**config.mk**
```make
export PLATFORM = sky130hd
export DESIGN_NAME = dbus_interconnect
export DESIGN_NICKNAME = d
export VERILOG_FILES = /design/src/source/dbus_pkg.sv /design/src/source/dbus_interconnect.sv
export SDC_FILE = /design/constraint.sdc
export NUM_CORES = 1
export LEC_CHECK = 0
export ABC_AREA = 1
export BUFFER_PORTS_ARGS = -buffer_cell sky130_fd_sc_hd__buf_2
export CORE_AREA = 2 2 91 93
export DETAILED_ROUTE_END_ITERATION = 7
export DIE_AREA = 0 0 93 95
export SLEW_MARGIN = 20
export SYNTH_ARGS = -nofsm -noshare
export SYNTH_HDL_FRONTEND = slang
export SYNTH_SLANG_ARGS = --single-unit
```
**constraint.sdc**
```tcl
create_clock -name vclk -period 1.1
set_input_delay 0 -clock vclk [all_inputs]
set_output_delay 0 -clock vclk [all_outputs]
set_load 0.02 [all_outputs]
```
**src/source/dbus_pkg.sv**
```systemverilog
`default_nettype none

package dbus_pkg;

    // Bus widths
    localparam int XLEN = 32;                      // Address and data word
    localparam int BE_W = XLEN / 8;                // One enable per byte lane

    // Address map, region picked by the top nibble
    localparam logic [XLEN-1:0] DMEM_ADDR_MASK  = 32'hF000_0000;
    localparam logic [XLEN-1:0] DMEM_ADDR_MATCH = 32'h1000_0000;  // 0x1xxx_xxxx
    localparam logic [XLEN-1:0] GPIO_ADDR_MASK  = 32'hF000_0000;
    localparam logic [XLEN-1:0] GPIO_ADDR_MATCH = 32'h8000_0000;  // 0x8xxx_xxxx

    // GPIO field widths
    localparam int GPIO_BANK_IDX_W = 4;            // Bank index field
    localparam int GPIO_MAX_BANKS  = 2 ** GPIO_BANK_IDX_W;
    localparam int GPIO_REG_IDX_W  = 2;            // Register index field
    localparam int GPIO_RSVD_W     = 20;           // Bits 27:8

    // GPIO register indices
    localparam logic [GPIO_REG_IDX_W-1:0] GPIO_REG_OUT = 2'd0;  // Output value
    localparam logic [GPIO_REG_IDX_W-1:0] GPIO_REG_DIR = 2'd1;  // Output enable
    localparam logic [GPIO_REG_IDX_W-1:0] GPIO_REG_IN  = 2'd2;  // Synchronised pins
    // Index 3 is a hole and reads back as zero

    // One bus address word, seen either raw or as GPIO fields
    typedef union packed {
        logic [XLEN-1:0] raw;                      // Decoder and memory view
        struct packed {
            logic [3:0]                 region;    // [31:28]
            logic [GPIO_RSVD_W-1:0]     rsvd;      // [27:8] unused
            logic [GPIO_BANK_IDX_W-1:0] bank;      // [7:4]
            logic [GPIO_REG_IDX_W-1:0]  reg_idx;   // [3:2]
            logic [1:0]                 byte_off;  // [1:0] word aligned only
        } gpio;
    } type_dbus_addr_u;

endpackage : dbus_pkg

`default_nettype wire

```
**src/source/dbus_interconnect.sv**
```systemverilog
`timescale 1ns/100ps
`default_nettype none

module dbus_interconnect #(
    parameter int GPIO_BANKS = 4                            // Number of GPIO banks
) (
    input  wire                                     clk,            // Clock
    input  wire                                     rst_n_i,        // Async reset, active low

    // Core request side
    input  wire                                     dbus_req_i,     // Request level
    input  wire dbus_pkg::type_dbus_addr_u          dbus_addr_i,    // Held until ack

    // Target selects
    output logic                                    dmem_sel_o,
    output logic [GPIO_BANKS-1:0]                   gpio_sel_o,     // One strobe per bank

    // Response to the core
    output logic [dbus_pkg::XLEN-1:0]               dbus_rdata_o,
    output logic                                    dbus_ack_o,

    // Responses from the targets
    input  wire  [dbus_pkg::XLEN-1:0]               dmem_rdata_i,
    input  wire                                     dmem_ack_i,
    input  wire  [GPIO_BANKS*dbus_pkg::XLEN-1:0]    gpio_rdata_i,   // Bank 0 in low slice
    input  wire  [GPIO_BANKS-1:0]                   gpio_ack_i
);

    logic dmem_hit;   // Address in the memory region
    logic gpio_hit;   // Address in the GPIO region and bank present

    // Region match on the raw word
    assign dmem_hit = (dbus_addr_i.raw & dbus_pkg::DMEM_ADDR_MASK) == dbus_pkg::DMEM_ADDR_MATCH;

    // GPIO region, bank index beyond the last bank is unmapped
    assign gpio_hit = ((dbus_addr_i.raw & dbus_pkg::GPIO_ADDR_MASK) == dbus_pkg::GPIO_ADDR_MATCH)
                   && (int'(dbus_addr_i.gpio.bank) < GPIO_BANKS);

    assign dmem_sel_o = dbus_req_i & dmem_hit;     // Gated by the request

    // Bank strobe from the bank index field
    always_comb begin
        for (int b = 0; b < GPIO_BANKS; b++) begin
            gpio_sel_o[b] = dbus_req_i && gpio_hit && (int'(dbus_addr_i.gpio.bank) == b);
        end
    end

    // Read-response mux
    // Address is still held in the ack cycle, so the select picks the right reply
    always_comb begin
        dbus_rdata_o = '0;                         // Unmapped gives zero
        dbus_ack_o   = 1'b0;                       // and never an ack
        if (dmem_sel_o) begin
            dbus_rdata_o = dmem_rdata_i;
            dbus_ack_o   = dmem_ack_i;
        end
        for (int b = 0; b < GPIO_BANKS; b++) begin
            if (gpio_sel_o[b]) begin
                dbus_rdata_o = gpio_rdata_i[b*dbus_pkg::XLEN +: dbus_pkg::XLEN];
                dbus_ack_o   = gpio_ack_i[b];
            end
        end
    end

    // At most one target selected at any time
    a_sel_onehot : assert property (
        @(posedge clk) disable iff (!rst_n_i)
        $onehot0({dmem_sel_o, gpio_sel_o})
    ) else $error("dbus_interconnect: more than one target selected");

    // Targets only answer a request that was already present the cycle before
    a_ack_has_req : assert property (
        @(posedge clk) disable iff (!rst_n_i)
        dbus_ack_o |-> (dbus_req_i && $past(dbus_req_i))
    ) else $error("dbus_interconnect: acknowledge without a pending request");

endmodule : dbus_interconnect

`default_nettype wire

```
### Word level (Yosys, flattened, before mapping)

Cells that the tools add are included.

| storage, ports and cells | value |
|---|---|
| flip-flop bits (word level) | 0 |
| word-level logic and storage cells | 24 |

| cells by class | value |
|---|---|
| magnitude comparators | 1 |
| eq/ne operators | 5 |
| muxes and demuxes | 10 |
| bitwise operators | 1 |
| reductions and logical operators | 7 |

Operator list:

| cell | number |
|---|---|
| $mux W32 | 5 |
| $eq A4 B3 Y1 const B | 2 |
| $logic_and A1 B1 Y1 | 6 |
| $mux W1 | 5 |
| $eq A4 B1 Y1 const B | 1 |
| $eq A4 B2 Y1 const B | 1 |
| $eq A4 B4 Y1 const B | 1 |
| $logic_not A4 Y1 | 1 |
| $lt A4 B3 Y1 const B | 1 |
| $and A1 B1 Y1 | 1 |

### Depth between registers and ports, before layout

| depth | value |
|---|---|
| word-level depth | 8 |
| depth in mapped cells | 8 |
| gate-level depth less buffers | 7 |

### Worst setup path after synthesis

OpenSTA, ideal clock, no wires.

| timing | value |
|---|---|
| kind | input-to-output |
| start | in dbus_addr_i[28] in the netlist's numbering |
| end | out gpio_sel_o[1] |
| data arrival time | 1,033 ps |
| required time | 1,100 ps |
| path slack | 67 ps |
| stages on the path | 4 |
| path buffers | 1 |
| cells stage by stage | buf_2 inv_2 nand3_4 nor4_1 |

| between the ends | value |
|---|---|
| longest elaborated chain between the ends | 4 |

RTL lines:

| what | RTL line | text |
|---|---|---|
| from (decl) | dbus_interconnect.sv:12 | `input wire dbus_pkg::type_dbus_addr_u dbus_addr_i,` |
| $eq A4 B4 Y1 | dbus_interconnect.sv:36 | `assign gpio_hit = ((dbus_addr_i.raw & dbus_pkg::GPIO_ADDR_MASK) == dbus_pkg::GPIO_ADDR_MATCH)` |
| $logic_and A1 B1 Y1 | dbus_interconnect.sv:37 | `&& (int'(dbus_addr_i.gpio.bank) < GPIO_BANKS);` |
| $logic_and A1 B1 Y1 (2 in series) | dbus_interconnect.sv:44 | `gpio_sel_o[b] = dbus_req_i && gpio_hit && (int'(dbus_addr_i.gpio.bank) == b);` |
| to (decl) | dbus_interconnect.sv:16 | `output logic [GPIO_BANKS-1:0] gpio_sel_o,` |

Every way passes these cells.

### Worst setup path in the final report

| timing | value |
|---|---|
| start | in dbus_addr_i[29] in the netlist's numbering |
| end | out dbus_rdata_o[18] in the netlist's numbering |

| between the ends | value |
|---|---|
| longest elaborated chain between the ends | 8 |
| elaborated cells on any way between the ends | 14 |
| classes of those cells | 2 x eq/ne; 5 x mux; 1 x bitwise; 6 x reduce/logical |

RTL lines:

| what | RTL line | text |
|---|---|---|
| $eq A4 B4 Y1 | dbus_interconnect.sv:36 |  |
| $logic_and A1 B1 Y1 | dbus_interconnect.sv:37 |  |
| $logic_and A1 B1 Y1 (2 in series) | dbus_interconnect.sv:44 |  |
| $mux W32 (3 in series) | dbus_interconnect.sv:58 | `if (gpio_sel_o[b]) begin` |
| $mux W32 * | dbus_interconnect.sv:58 |  |
| to (decl) | dbus_interconnect.sv:19 | `output logic [dbus_pkg::XLEN-1:0] dbus_rdata_o,` |

Every way passes the cells marked *; elsewhere a longest branch is shown, timed or not.

==> impl_metrics.py <==
metrics = {
    "status": {
        "status": "finished, violations left",
        "failed_checks": "negative setup slack",
    },
    "place": {
        "dpl.cell_count": 669,
        "place.gp.congestion": 0.777,
        "port_buffers": 212,
        "place_hpwl_um": 7220,
    },
    "global_routing": {
        "grt_pass1_vias": 3182,
        "grt_max_degree": 34,
        "grt_overflow": 0,
        "grt_pass1_wl_um": 14800,
        "grt_use_total": 0.203,
        "antenna_found_initial": 0,
    },
    "pwr": {
        "power_density_nw_per_um2": 212,
        "ir_drop_uv": 188,
        "power_w": 0.000905,
        "leakage_nw": 2.19,
    },
    "timing": {
        "finalMaxSlewViolations": 0,
        "finalWorstSetupSlack_ps": -62.3,
        "clock.fmax_mhz": 860,
        "fin_crit_ps": 1160,
        "hold_viol_final": 0,
        "relSlewSlack": 0.809,
        "tightest_slew_ps": 283,
        "setup_viol": 27,
        "rsz0062_at_grt": "yes",
        "whs_ps": 320,
        "period_share": 1.06,
    },
    "cells_and_area": {
        "design.seq.count": 0,
        "seq_area_sq_um": 0,
        "fin_cells": 701,
        "final_nets": 798,
        "clock_buffers": 0,
        "diodes": 0,
        "final_common_cell": "buf_2",
        "layout-drive-gt1-share": 0.547,
        "layout_common_cells": "170 x buf_2, 99 x nand4_1, 68 x nand3_1",
        "area_growth_pct": 122,
    },
    "hold_path": {
        "hold_path.startpoint": "dbus_addr_i[31]",
        "whs_path_depth": 3,
        "worstHoldEndpoint": "dmem_sel_o",
        "hp-class": "input pin to output port",
    },
    "setup_path": {
        "cp.required_ps": 1100,
        "cp-start-kind": "input pin",
        "end_kind": "output port",
        "critical_path_peak_fanout": 8,
        "crit_family": "buffers and inverters",
        "slowest_stage": "buf_12",
        "slowest_delay_ps": 180,
        "cp_cell_sequence": "buf_6 -> inv_4 -> nand2_4 -> inv_4 -> nand2_4 -> nor2_8 -> buf_12 -> clkbuf_16 -> nand3_1 -> nand4_1 -> buf_6",
        "critical_path_arrival_ps": 1160,
        "worst-path-buf-inv": 6,
        "worst-path-stages": 11,
        "path_class": "input pin to output port",
    },
    "route": {
        "drt_iter0_markers": 132,
        "wl_per_cell_um": 17.5,
        "ant_nets": 0,
        "first_pass_iters": 4,
        "wl_um": 12300,
        "drc": 0,
        "vias": 3807,
        "vias_per_cell": 5.43,
    },
    "yosys": {
        "synth_cell_type_count": 19,
        "syn_nets": 567,
        "synth_area_sq_um": 1920,
        "synth_area_per_cell_sq_um": 5.24,
        "netlist.area_leader.share": 0.322,
        "yosysSeqAreaShare": 0,
        "ys.warnings.count": 0,
        "synth_area_leaders": "nand4_1 32%, nand3_1 25%, nand2_1 13%",
        "yosys.area.top_type": "nand4_1",
        "postSynthCellCount": 367,
    },
    "floorplanning": {
        "core_area_sq_um": 7930,
        "dieWidth_um": 93,
        "die_area_sq_um": 8840,
        "start_util": 0.242,
        "io-pin-count": 238,
        "die_y_um": 95,
        "rows": 33,
    },
    "run": {
        "maxCapViolCount": 0,
    },
}
## cell type report
type                       instances  area [sq um]
fill                             809          3660
inverter                          43           186
multi-input combinational        283          1740
tap                              105           131
timing repair buffer             270          2210
## logic make-up after synthesis
group,count (synthesis),synth area share
and+or+nand+nor,283,0.799
buffers and inverters,84,0.201
## cell usage after synthesis
cell,n
nor2_1,3
nor2_4,1
inv_2,5
nand3_4,1
nor3_4,2
nor2_8,1
nor4_1,2
buf_6,4
clkbuf_1,7
nand4_1,99
nand2_1,69
nand3_1,96
nand3_2,4
buf_2,27
nand2_2,2
buf_1,1
nor2_2,3
inv_1,38
buf_4,2
## power by group
part           switching, W  leakage (nW)  internal, W
clock network             0             0            0
logic              0.000445          2.19     0.000459
registers                 0             0            0
## stage by stage
stage | setup TNS (ps) | utilization | instance area, sq um | worst slack [ps]
finish | -555 | 0.538 | 4270 | -62.3
global route | -2430 | 0.538 | 4270 | -102
CTS | -1860 | 0.432 | 3420 | -83.7
detailed placement | -3230 | 0.402 | 3190 | -117
global placement | -3060 | 0.402 | 3190 | -103
floorplan | 0 | - | 1920 | 66.9
## timing repair
| action | CTS | global route |
|---|---|---|
| cloned | 3 | 20 |
| pin swaps | 2 | 48 |
| setup buffers | 4 | 5 |
| endpoints found under the setup margin | 35 | 36 |
| endpoints found under the hold margin | 0 | 0 |
| resized for setup | 41 | 90 |
| hold buffers | 0 | 0 |
## worst min-delay path: stages
cell    delay [ps]
buf_4          120
nor4_1          50
buf_2          150
## layer usage
layer	wire, um	vias up	GRT usage	part of all wire
met5	0	-	0	0
met4	197	0	0.0453	0.016
met3	1230	26	0.0287	0.10
met2	6090	227	0.370	0.50
met1	4750	1759	0.253	0.39
li1	-	1795	-	-
## worst max-delay path by stage
stage,start,end,slack (ps)
6_report,dbus_addr_i[29],dbus_rdata_o[18],-60
5_1_grt,dbus_addr_i[29],dbus_rdata_o[20],-100
3_3_place_gp,dbus_addr_i[7],dbus_rdata_o[15],-100
3_5_place_dp,dbus_addr_i[7],dbus_rdata_o[23],-120
2_1_floorplan,dbus_addr_i[28],gpio_sel_o[1],70
4_1_cts,dbus_addr_i[29],dbus_rdata_o[28],-80
(Power assumes the default switching activity.)
