File: src/source/dbus_pkg.sv
`default_nettype none

package dbus_pkg;

    // Bus widths
    localparam int XLEN = 32;                      // Address and data word
    localparam int BE_W = XLEN / 8;                // One enable per byte lane

    // Address map, region picked by the top nibble
    localparam logic [XLEN-1:0] DMEM_ADDR_MASK  = 32'hF000_0000;
    localparam logic [XLEN-1:0] DMEM_ADDR_MATCH = 32'h1000_0000;  // 0x1xxx_xxxx
    localparam logic [XLEN-1:0] GPIO_ADDR_MASK  = 32'hF000_0000;
    localparam logic [XLEN-1:0] GPIO_ADDR_MATCH = 32'h8000_0000;  // 0x8xxx_xxxx

    // GPIO field widths
    localparam int GPIO_BANK_IDX_W = 4;            // Bank index field
    localparam int GPIO_MAX_BANKS  = 2 ** GPIO_BANK_IDX_W;
    localparam int GPIO_REG_IDX_W  = 2;            // Register index field
    localparam int GPIO_RSVD_W     = 20;           // Bits 27:8

    // GPIO register indices
    localparam logic [GPIO_REG_IDX_W-1:0] GPIO_REG_OUT = 2'd0;  // Output value
    localparam logic [GPIO_REG_IDX_W-1:0] GPIO_REG_DIR = 2'd1;  // Output enable
    localparam logic [GPIO_REG_IDX_W-1:0] GPIO_REG_IN  = 2'd2;  // Synchronised pins
    // Index 3 is a hole and reads back as zero

    // One bus address word, seen either raw or as GPIO fields
    typedef union packed {
        logic [XLEN-1:0] raw;                      // Decoder and memory view
        struct packed {
            logic [3:0]                 region;    // [31:28]
            logic [GPIO_RSVD_W-1:0]     rsvd;      // [27:8] unused
            logic [GPIO_BANK_IDX_W-1:0] bank;      // [7:4]
            logic [GPIO_REG_IDX_W-1:0]  reg_idx;   // [3:2]
            logic [1:0]                 byte_off;  // [1:0] word aligned only
        } gpio;
    } type_dbus_addr_u;

endpackage : dbus_pkg

`default_nettype wire

File: src/source/gpio_bank.sv
`timescale 1ns/100ps
`default_nettype none

module gpio_bank #(
    parameter int GPIO_WIDTH = 8                            // Pins in this bank
) (
    input  wire                                 clk,        // Clock
    input  wire                                 rst_n_i,    // Async reset, active low

    input  wire                                 sel_i,      // Bank strobe
    input  wire                                 we_i,       // Write enable
    input  wire dbus_pkg::type_dbus_addr_u      addr_i,     // GPIO field view used here
    input  wire  [dbus_pkg::XLEN-1:0]           wdata_i,    // Low bits used

    output logic [dbus_pkg::XLEN-1:0]           rdata_o,    // Valid with ack_o
    output logic                                ack_o,      // One cycle pulse

    input  wire  [GPIO_WIDTH-1:0]               pin_i,      // Asynchronous pins
    output logic [GPIO_WIDTH-1:0]               pin_o,      // Output values
    output logic [GPIO_WIDTH-1:0]               oe_o        // Output enables
);

    logic [GPIO_WIDTH-1:0]     out_q;              // Output register
    logic [GPIO_WIDTH-1:0]     dir_q;              // Direction register, 1 drives
    logic [GPIO_WIDTH-1:0]     sync_q1;            // First sync stage
    logic [GPIO_WIDTH-1:0]     sync_q2;            // Input register
    logic [dbus_pkg::XLEN-1:0] reg_rdata;          // Addressed register, zero-extended
    logic                      access;             // Serve this cycle
    logic                      wr_en;              // Register write strobe

    assign access = sel_i & ~ack_o;                // One service per request
    assign wr_en  = access & we_i;

    // Register read mux
    always_comb begin
        case (addr_i.gpio.reg_idx)
            dbus_pkg::GPIO_REG_OUT: reg_rdata = dbus_pkg::XLEN'(out_q);
            dbus_pkg::GPIO_REG_DIR: reg_rdata = dbus_pkg::XLEN'(dir_q);
            dbus_pkg::GPIO_REG_IN:  reg_rdata = dbus_pkg::XLEN'(sync_q2);
            default:                reg_rdata = '0;     // Hole at index 3
        endcase
    end

    // Control registers and ack
    always_ff @(posedge clk or negedge rst_n_i) begin
        if (!rst_n_i) begin
            ack_o <= 1'b0;
            out_q <= '0;                           // Pins low
            dir_q <= '0;                           // All inputs
        end else begin
            ack_o <= access;
            if (wr_en) begin
                case (addr_i.gpio.reg_idx)
                    dbus_pkg::GPIO_REG_OUT: out_q <= wdata_i[GPIO_WIDTH-1:0];
                    dbus_pkg::GPIO_REG_DIR: dir_q <= wdata_i[GPIO_WIDTH-1:0];
                    default: ;                     // IN and hole are read only
                endcase
            end
        end
    end

    // Pin synchroniser and read data
    always_ff @(posedge clk) begin
        sync_q1 <= pin_i;
        sync_q2 <= sync_q1;                        // Visible two cycles after sampling
        if (access) begin
            rdata_o <= reg_rdata;
        end
    end

    assign pin_o = out_q;
    assign oe_o  = dir_q;

    // Writing the input index leaves the pin drivers alone
    a_in_write_ignored : assert property (
        @(posedge clk) disable iff (!rst_n_i)
        (wr_en && (addr_i.gpio.reg_idx == dbus_pkg::GPIO_REG_IN))
            |=> ($stable(out_q) && $stable(dir_q))
    ) else $error("gpio_bank: write to input register changed output or direction");

endmodule : gpio_bank

`default_nettype wire

File: config.mk
export PLATFORM = sky130hd
export DESIGN_NAME = gpio_bank
export DESIGN_NICKNAME = d
export VERILOG_FILES = /design/src/source/dbus_pkg.sv /design/src/source/gpio_bank.sv
export SDC_FILE = /design/constraint.sdc
export NUM_CORES = 1
export LEC_CHECK = 0
export BUFFER_PORTS_ARGS = -buffer_cell sky130_fd_sc_hd__buf_2
export CORE_UTILIZATION = 35
export DETAILED_ROUTE_END_ITERATION = 8
export GPL_ROUTABILITY_DRIVEN = 1
export MAX_ROUTING_LAYER = met4
export PLACE_DENSITY = 0.75
export SYNTH_ARGS = -nofsm -noshare
export SYNTH_HDL_FRONTEND = slang
export SYNTH_SLANG_ARGS = --single-unit
File: constraint.sdc
create_clock -name clk -period 1.6 [get_ports clk]
set_clock_uncertainty 0.15 [all_clocks]
set_input_delay 0.16 -clock clk [delete_from_list [all_inputs] [get_ports clk]]
set_output_delay 0.16 -clock clk [all_outputs]
set_load 0.02 [all_outputs]
Word level (Yosys, flattened, before mapping):

Cells that the tools add are included.

* flip-flop bits (word level): 65
* bits in latches: 0
* memory bits (writable): 0
* ROM bits: 0
* input port bits: 76
* output and inout bits: 49
* word-level logic and storage cells: 15
* memories: 0

* add/subtract/negate cells: 0
* multiply operators: 0
* div/mod/pow operators: 0
* order comparisons: 0
* eq/ne operators: 2
* shift-type cells: 0
* multiplexer cells: 1
* bitwise operators: 3
* reductions and logical operators: 3

Operator list (count)
* $pmux 8 s3: 1
* $reduce_and 2->1: 2
* $and 1x1->1: 2
* $eq 2x1->1 const B: 1
* $eq 2x2->1 const B: 1
* $logic_not 2->1: 1
* $not 1->1: 1

Logic depth before layout (Yosys ltp):

Gate-level depths: netlist (run 1).

* word-level depth: 4
* gate-level depth with buffers: 5
* mapped depth without buffers: 3

Worst setup path before layout (run 1):

Ideal clock, no wire load.

* path kind: register to register
* start point: reg ack_o
* end point: reg dir_q[0], in the netlist oe_o[0]
* library setup time: 125 ps
* arrival: 1443 ps
* required time: 1325 ps
* path slack: -118 ps
* stages on the path, launching flop included: 5
* buffers on the path: 1
* clock period less this slack: 1718 ps
* path through: dfrtp_1 > nand3b_4 > or3b_1 > buf_6 > mux2_4

* word-level cells in the longest chain between the ends: 4

Ends and longest elaborated chain
* from (decl): line gpio_bank.sv:16 `output logic ack_o,`
* from (signal assigned): line gpio_bank.sv:51 `ack_o <= access;`
* $not 1->1: line gpio_bank.sv:31 `assign access = sel_i & ~ack_o;`
* $and 1x1->1: line gpio_bank.sv:31
* $and 1x1->1: line gpio_bank.sv:32 `assign wr_en = access & we_i;`
* $reduce_and 2->1 (no source line)
* to (signal assigned): line gpio_bank.sv:55 `dbus_pkg::GPIO_REG_DIR: dir_q <= wdata_i[GPIO_WIDTH-1:0];`
* to (decl): line gpio_bank.sv:24 `logic [GPIO_WIDTH-1:0] dir_q;`

Every way passes these cells.
A chain may end at the register's enable or synchronous reset.

Worst setup path in the final report (run 1):

* start point: reg ack_o
* end point: reg dir_q[4], in the netlist oe_o[4]

The elaborated chain is that of the path after synthesis.

==> impl_metrics.json, run 1 <==
{
  "p_leak_nw": 1.066,
  "routed_wl_um": 2958,
  "grtUsageTotal_pct": 13.06,
  "grt_pass1_wl_um": 4616,
  "maxCapViolations": 0,
  "synthDistinctLibCells": 17,
  "endpoint_kind": "flop",
  "yosysSeqAreaShare_pct": 61.28,
  "critPathMaxFanout": 8,
  "clkSlewWorstSetupHoldPaths_ns": 0.08,
  "die_y_um": 69.81,
  "r2r_start": "ack_o$_DFF_PN0_",
  "dr.first_iter.drc_count": 27,
  "clk_latency_ns": 0.29,
  "cp-start-kind": "flop",
  "p_switching_w": 0.0007860,
  "period_minus_slack_ns": 1.646,
  "cts_made_buffers": 5,
  "hpwlAfterDp_um": 2122,
  "overflow": 0,
  "setup_viol": 9,
  "synth-xor-area-share_pct": 0,
  "grt_max_degree": 18,
  "p_int_w": 0.001858,
  "tightest_slew_ns": 0.5077,
  "crit_required_ns": 1.62,
  "violations": "setup timing",
  "arrival_ns": 1.67,
  "layout-drive-gt1-share_pct": 42.63,
  "htreeDepth": 2,
  "route.detailed.drc": 0,
  "cts.sinks": 41,
  "cts_buffer_depth": 2,
  "hold_viol": 0,
  "reg2reg_slack_ns": -0.05,
  "cts-root-buf": "clkbuf_8",
  "slew-limit-headroom_pct": 66.08,
  "peakVddDrop_mv": 0.7020,
  "wire_per_inst_um": 12.22,
  "ys.warnings.count": 0,
  "total_power_w": 0.002644,
  "p_comb_share_pct": 24.5,
  "vias": 1005,
  "rsz0062_at_grt": "yes",
  "io_pins": 125,
  "synth_top_family_by_area": "multiplexers",
  "initial_utilization_pct": 36.70,
  "placementRows": 24,
  "antenna_found_initial": 0,
  "critPathKind": "flop to flop",
  "pwr-share-clk_pct": 26.2,
  "antenna_cells": 0,
  "post_cts_buffers": 0,
  "powerDensity_mw_per_mm2": 1229,
  "io_buffers": 46,
  "swShare_pct": 29.73,
  "finalNetCount": 265,
  "final_common_cell": "buf_2",
  "r2r_cells": 4,
  "hold_path.class": "primary input to asynchronous set/reset pin",
  "cts_tree": "yes",
  "instances_no_fill": 242,
  "reg2reg_to": "oe_o[4]$_DFFE_PN0P_",
  "synth-seq-cells": 41,
  "setup_ws_ns": -0.04563,
  "mappedNetlistArea_mm2": 0.001609,
  "synthSimpleGateAreaFrac_pct": 5.054,
  "most-common-layout-cells": "46 x buf_2, 24 x conb_1, 17 x dlygate4sd3_1",
  "max_freq_mhz": 607.7,
  "layout_worst_path_cycle_share_pct": 102.9,
  "place_inst": 217,
  "viasPerCell": 4.153,
  "status": "finished with violations",
  "ant_nets": 0,
  "die-area_mm2": 0.004873,
  "p_seq_share_pct": 49.3,
  "synth.area.mux_share_pct": 18.04,
  "synth-compound-area-share_pct": 2.488,
  "synthAdderAreaFrac_pct": 0,
  "first_pass_iters": 4,
  "grt_pass1_vias": 936,
  "synth_cells": 115,
  "syn_area_per_cell_um2": 13.99,
  "coreArea_mm2": 0.004384,
  "area_growth_pct": 33.75,
  "drv_slew": 0,
  "place_congestion": 0.7242,
  "die_w_um": 69.81
}
per-stage QoR:
step                      area [um^2]  hold WS [ns]  setup TNS [ns]  util (%)  setup slack, ns
after floorplan                  1697       -0.2856         -0.7560         -         -0.07309
after global placement           1852      -0.05091         -0.3162     42.24         -0.03859
after detailed placement         1852      -0.04211         -0.6479     42.24         -0.06622
after CTS                        2133        0.1754         -0.3848     48.66         -0.05794
after global routing             2152        0.1854          -1.007     49.09         -0.07952
final                            2152        0.1636         -0.3193     49.09         -0.04563
power by group through the flow:
stage	combinational, W	sequential [W]	clock (W)
floorplan	0.000281	0.00146	0
global placement	0.000588	0.00132	0
detailed placement	0.000598	0.00132	0
CTS	0.000637	0.00130	0.000709
global route	0.000695	0.00132	0.000750
finish	0.000649	0.00130	0.000692
state kept, by name, indices dropped and copies added (netlist names):
signal   count
sync_q2      8
pin_o        8
sync_q1      8
ack_o        1
rdata_o      8
oe_o         8
cell type report:
class | count | area [um^2]
Sequential cell | 41 | 987.2
Tap cell | 52 | 65.06
Fill cell | 387 | 2232
Timing Repair Buffer | 72 | 475.5
Multi-Input combinational cell | 69 | 530.5
Clock inverter | 1 | 7.507
Clock buffer | 7 | 86.33
critical path, stage by stage (launching register included):
cell      delay (ns)
dfrtp_2         0.40
nand3b_4        0.16
or3b_1          0.36
buf_6           0.16
mux2_4          0.30
cells by family (layout without fill, tap and decap cells):
logic type | Yosys count | count (layout)
AOI/OAI and AO/OA | 8 | 8
and+or+nand+nor | 13 | 13
buffers and inverters | 28 | 80
DFF | 41 | 41
muxes | 24 | 24
other | 1 | 24
cell usage after synthesis, drive strengths merged:
library cell	n	share of area, %
buf	27	13
nand3b	1	1.2
conb	1	0.23
o21ai	8	2.5
edfxtp	8	15
mux2	16	13
or3b	1	0.54
clkbuf	1	0.23
mux2i	8	5.0
dfrtp	17	26
nand2	8	1.9
nor3	1	0.62
nor2b	2	0.78
dfxtp	16	20
worst max path at each step:
stage,start,end,slack (ns),depth (start not counted)
after global placement,ack_o$_DFF_PN0_,oe_o[5]$_DFFE_PN0P_,-0.04,4
after floorplan,ack_o$_DFF_PN0_,oe_o[0]$_DFFE_PN0P_,-0.07,4
after CTS,ack_o$_DFF_PN0_,oe_o[7]$_DFFE_PN0P_,-0.06,4
after detailed placement,ack_o$_DFF_PN0_,oe_o[7]$_DFFE_PN0P_,-0.07,4
after global routing,ack_o$_DFF_PN0_,oe_o[7]$_DFFE_PN0P_,-0.08,4
final,ack_o$_DFF_PN0_,oe_o[4]$_DFFE_PN0P_,-0.05,4
what timing repair did:
action | 4_1_cts | 5_1_grt
gates resized for setup | 4 | 5
setup endpoints to repair | 14 | 16
endpoints found under the hold margin | 41 | 0
hold buffers | 17 | 0
metal layers:
layer / track usage, % / wire length, um / share of wire [%]
met1: 15.28 / 1314 / 44
met2: 20.94 / 1428 / 48
met3: 3.924 / 160 / 5.4
met4: 5.333 / 55 / 1.9
met5: - / 0 / 0
Note: power is estimated with default switching activity, not from simulation.
==> run 2, diff against run 1 <==
--- a/config.mk
+++ b/config.mk
@@ -11,6 +11,7 @@
 export GPL_ROUTABILITY_DRIVEN = 1
 export MAX_ROUTING_LAYER = met4
 export PLACE_DENSITY = 0.75
+export RECOVER_POWER = 50
 export SYNTH_ARGS = -nofsm -noshare
 export SYNTH_HDL_FRONTEND = slang
 export SYNTH_SLANG_ARGS = --single-unit
==> impl_metrics.json, run 2 (synthesis gave the netlist of run 1 again) <==
{
  "cp-startpoint": "ack_o$_DFF_PN0_",
  "clkSlewWorstSetupHoldPaths_ns": 0.07,
  "grtUsageTotal_pct": 13.06,
  "rsz0062_at_grt": "yes",
  "stdcell_area_mm2": 0.002143,
  "powerDensity_mw_per_mm2": 1232,
  "critPathKind": "flop to flop",
  "dr.first_iter.drc_count": 27,
  "coreArea_mm2": 0.004384,
  "peakVddDrop_mv": 0.7020,
  "p_leak_nw": 1.050,
  "grt_pass1_wl_um": 4616,
  "maxCapViolations": 0,
  "cts_made_buffers": 5,
  "io_pins": 125,
  "r2r_cells": 4,
  "grt_max_degree": 18,
  "hold_path.class": "flop to flop",
  "setup_ws_ns": -0.04667,
  "antenna_found_initial": 0,
  "layout-drive-gt1-share_pct": 40.00,
  "critPathMaxFanout": 8,
  "wire_per_inst_um": 12.24,
  "slew-limit-headroom_pct": 37.54,
  "crit_required_ns": 1.62,
  "ant_nets": 0,
  "first_pass_iters": 4,
  "cts_tree": "yes",
  "reg2reg_to": "oe_o[4]$_DFFE_PN0P_",
  "drv_slew": 0,
  "setup_viol": 9,
  "overflow": 0,
  "placementRows": 24,
  "status": "finished with violations",
  "final.setup.tns_ns": -0.3292,
  "period_minus_slack_ns": 1.647,
  "clk_latency_ns": 0.29,
  "endpoint_kind": "flop",
  "die-area_mm2": 0.004873,
  "viasPerCell": 4.165,
  "finalNetCount": 265,
  "die_w_um": 69.81,
  "die_y_um": 69.81,
  "hold_viol": 0,
  "final_common_cell": "buf_2",
  "initial_utilization_pct": 36.70,
  "grt_pass1_vias": 936,
  "routed_wl_um": 2961,
  "antenna_cells": 0,
  "min_path_cells": 0,
  "tightest_slew_ns": 0.9370,
  "most-common-layout-cells": "42 x buf_2, 24 x conb_1, 17 x dlygate4sd3_1",
  "layout_worst_path_cycle_share_pct": 102.9,
  "area_growth_pct": 33.20,
  "min_from": "sync_q1[3]$_DFF_P_",
  "r2r_start": "ack_o$_DFF_PN0_",
  "placed_cell_area_mm2": 0.001852,
  "arrival_ns": 1.67,
  "final_util_pct": 48.89,
  "cp-start-kind": "flop",
  "io_buffers": 46,
  "hpwlAfterDp_um": 2122,
  "place_congestion": 0.7242,
  "cts.sinks": 41,
  "route.detailed.drc": 0,
  "violations": "setup timing",
  "cts-root-buf": "clkbuf_8",
  "cts_buffer_depth": 2,
  "vias": 1008,
  "reg2reg_slack_ns": -0.05,
  "max_freq_mhz": 607.3,
  "htreeDepth": 2,
  "critPathCapture": "oe_o[4]$_DFFE_PN0P_"
}
==> run 2: cell count changes in the layout (fill, tap and decap cells not counted), sizes merged <==
cell / delta
buf: -5
clkbuf: +5
==> run 2: per-stage QoR <==
stage | setup WS, ns | instances | total power [W] | hold slack (ns)
CTS | -0.05794 | 242 | 0.002649 | 0.1754
floorplan | -0.07309 | 138 | 0.001744 | -0.2856
finish | -0.04667 | 242 | 0.002642 | 0.1762
detailed placement | -0.06622 | 217 | 0.001922 | -0.04211
global placement | -0.03859 | 217 | 0.001904 | -0.05091
global route | -0.07952 | 242 | 0.002764 | 0.1854
==> run 2: worst max-delay path, stage by stage, from the launching register on <==
cell and delay, ns:
dfrtp_2 0.40, nand3b_4 0.16, or3b_1 0.36, buf_6 0.16
mux2_4 0.30
==> run 2: what timing repair did <==
| action | in CTS | in global routing |
|---|---|---|
| endpoints found under the setup margin | 14 | 16 |
| setup buffers | 0 | 0 |
| endpoints found under the hold margin | 41 | 0 |
| gates resized for setup | 4 | 5 |
| hold buffers | 17 | 0 |
==> run 2: final cells by class <==
class                           instances  area [um^2]
Clock buffer                            7        86.33
Clock inverter                          1        7.507
Fill cell                             389         2241
Multi-Input combinational cell         69        530.5
Sequential cell                        41        987.2
Tap cell                               52        65.06
Timing Repair Buffer                   72        466.7
==> run 2: report_power, final <==
part / switching [W] / total (W) / leakage (nW) / internal [W]
Combinational: 0.000353 / 0.000645 / 0.587 / 0.000292
Clock: 0.000342 / 0.000692 / 0.0445 / 0.000350
Sequential: 0.0000925 / 0.00130 / 0.418 / 0.00121
==> run 2: layer usage <==
layer | vias up | GRT usage [%] | part of all wire [%]
li1 | 487 | - | -
met1 | 468 | 15.28 | 44
met2 | 45 | 20.94 | 48
met3 | 8 | 3.924 | 5.5
met4 | 0 | 5.333 | 1.9
met5 | - | - | 0
==> run 2: worst min path at each step <==
stage | endpoint | slack [ns]
after global routing | sync_q2[5]$_DFF_P_ | 0.19
final | sync_q2[3]$_DFF_P_ | 0.18
after global placement | oe_o[7]$_DFFE_PN0P_ | -0.05
after detailed placement | oe_o[3]$_DFFE_PN0P_ | -0.04
after CTS | oe_o[3]$_DFFE_PN0P_ | 0.18
after floorplan | ack_o$_DFF_PN0_ | -0.29
==> run 3, diff against run 2 <==
--- a/config.mk
+++ b/config.mk
@@ -6,12 +6,13 @@
 export NUM_CORES = 1
 export LEC_CHECK = 0
 export BUFFER_PORTS_ARGS = -buffer_cell sky130_fd_sc_hd__buf_2
+export CORE_MARGIN = 2
 export CORE_UTILIZATION = 35
 export DETAILED_ROUTE_END_ITERATION = 8
 export GPL_ROUTABILITY_DRIVEN = 1
 export MAX_ROUTING_LAYER = met4
 export PLACE_DENSITY = 0.75
-export RECOVER_POWER = 50
+export RECOVER_POWER = 25
 export SYNTH_ARGS = -nofsm -noshare
 export SYNTH_HDL_FRONTEND = slang
 export SYNTH_SLANG_ARGS = --single-unit
==> impl_metrics.json, run 3 (synthesis gave the netlist of run 1 again) <==
{
  "status": "finished with violations",
  "violations": "setup timing",
  "endpoint_kind": "flop",
  "critPathMaxFanout": 8,
  "clkSlewWorstSetupHoldPaths_ns": 0.07,
  "ant_nets": 0,
  "area_growth_pct": 32.66,
  "route.met3.wl_um": 200,
  "wl_met2_um": 1552,
  "top_layer": "met4",
  "period_minus_slack_ns": 1.631,
  "finalNetCount": 262,
  "cts_made_buffers": 5,
  "tightest_slew_ns": 0.9048,
  "hold_path.class": "flop to flop",
  "route.detailed.drc": 0,
  "instances_no_fill": 239,
  "arrival_ns": 1.64,
  "coreArea_mm2": 0.004384,
  "critPathKind": "flop to flop",
  "final_common_cell": "buf_2",
  "antenna_cells": 0,
  "clk_latency_ns": 0.28,
  "antenna_found_initial": 0,
  "grt_pass1_wl_um": 4836,
  "drv_slew": 0,
  "setup_viol": 8,
  "grt_pass1_vias": 1024,
  "place_inst": 215,
  "most-common-layout-cells": "45 x buf_2, 24 x conb_1, 17 x dlygate4sd3_1",
  "first_pass_iters": 4,
  "powerDensity_mw_per_mm2": 1236,
  "critPathCapture": "oe_o[2]$_DFFE_PN0P_",
  "peakVddDrop_mv": 0.7810,
  "grtUsageTotal_pct": 12.96,
  "slew-limit-headroom_pct": 39.68,
  "cp-startpoint": "ack_o$_DFF_PN0_",
  "io_pins": 125,
  "die_y_um": 71.81,
  "hpwlAfterDp_um": 2146,
  "layout-drive-gt1-share_pct": 41.71,
  "reg2reg_to": "oe_o[2]$_DFFE_PN0P_",
  "cts.sinks": 41,
  "hold_viol": 0,
  "initial_utilization_pct": 36.70,
  "grt_max_degree": 18,
  "cts-root-buf": "clkbuf_8",
  "r2r_cells": 3,
  "viasPerCell": 4.226,
  "met1Wirelength_um": 1262,
  "place_congestion": 0.7950,
  "placementRows": 24,
  "io_buffers": 46,
  "cp-start-kind": "flop",
  "overflow": 0,
  "setup_ws_ns": -0.03106,
  "htreeDepth": 2,
  "rsz0062_at_grt": "yes",
  "routed_wl_um": 3028,
  "cts_tree": "yes",
  "crit_required_ns": 1.61,
  "max_freq_mhz": 613.1,
  "p_leak_nw": 1.053,
  "dr.first_iter.drc_count": 29,
  "die-area_mm2": 0.005156,
  "r2r_start": "ack_o$_DFF_PN0_",
  "wire_per_inst_um": 12.67,
  "reg2reg_slack_ns": -0.03,
  "final_util_pct": 48.69,
  "die_w_um": 71.81,
  "maxCapViolations": 0,
  "layout_worst_path_cycle_share_pct": 101.9,
  "cts_buffer_depth": 2,
  "vias": 1010
}
==> run 3: cell type report <==
| type | count | area (um^2) |
|---|---|---|
| multi-input combinational | 69 | 540.5 |
| clock inverter | 1 | 7.507 |
| tap | 52 | 65.06 |
| fill | 387 | 2250 |
| timing repair buffer | 69 | 447.9 |
| clock buffer | 7 | 86.33 |
| sequential | 41 | 987.2 |
==> run 3: worst min path at each step <==
stage / cells after the start / end / start
floorplan: 0 / ack_o$_DFF_PN0_ / rst_n_i
global placement: 1 / oe_o[2]$_DFFE_PN0P_ / rst_n_i
detailed placement: 1 / oe_o[2]$_DFFE_PN0P_ / rst_n_i
CTS: 3 / ack_o$_DFF_PN0_ / sel_i
global route: 3 / ack_o$_DFF_PN0_ / sel_i
finish: 0 / sync_q2[7]$_DFF_P_ / sync_q1[7]$_DFF_P_
==> run 3: power breakdown <==
part	total, W	internal, W	switching [W]
Sequential	0.00130	0.00121	0.0000932
Clock	0.000677	0.000350	0.000327
Combinational	0.000655	0.000300	0.000355
Total	0.00264	0.00186	0.000775
==> run 3: what timing repair did <==
action	in CTS	in global routing
endpoints found under the hold margin	41	0
hold buffers	17	0
endpoints found under the setup margin	16	16
gates resized for setup	5	7
pin swaps	0	0
buffers inserted	0	0
==> run 3: stage by stage <==
step | instance area, um^2 | setup TNS, ns | hold WS, ns | setup slack [ns] | power (W)
CTS | 2122 | -0.4666 | 0.1706 | -0.06717 | 0.002649
floorplan | 1697 | -0.7560 | -0.2856 | -0.07309 | 0.001744
global placement | 1837 | -0.3249 | -0.05063 | -0.04120 | 0.001904
detailed placement | 1837 | -0.4562 | -0.04787 | -0.06132 | 0.001922
finish | 2135 | -0.1975 | 0.1803 | -0.03106 | 0.002637
global route | 2135 | -0.6552 | 0.1840 | -0.07177 | 0.002791
==> run 3: worst max-delay path: stages (launching register included) <==
cell and delay [ns]:
dfrtp_2 0.40, nand3b_4 0.16, or3b_4 0.48, mux2_4 0.32
==> run 3: metal layers <==
metal,vias to the layer above,track usage [%]
met1,482,15.19
met2,47,21.19
li1,479,-
met4,0,4.403
met3,2,3.938
met5,-,-
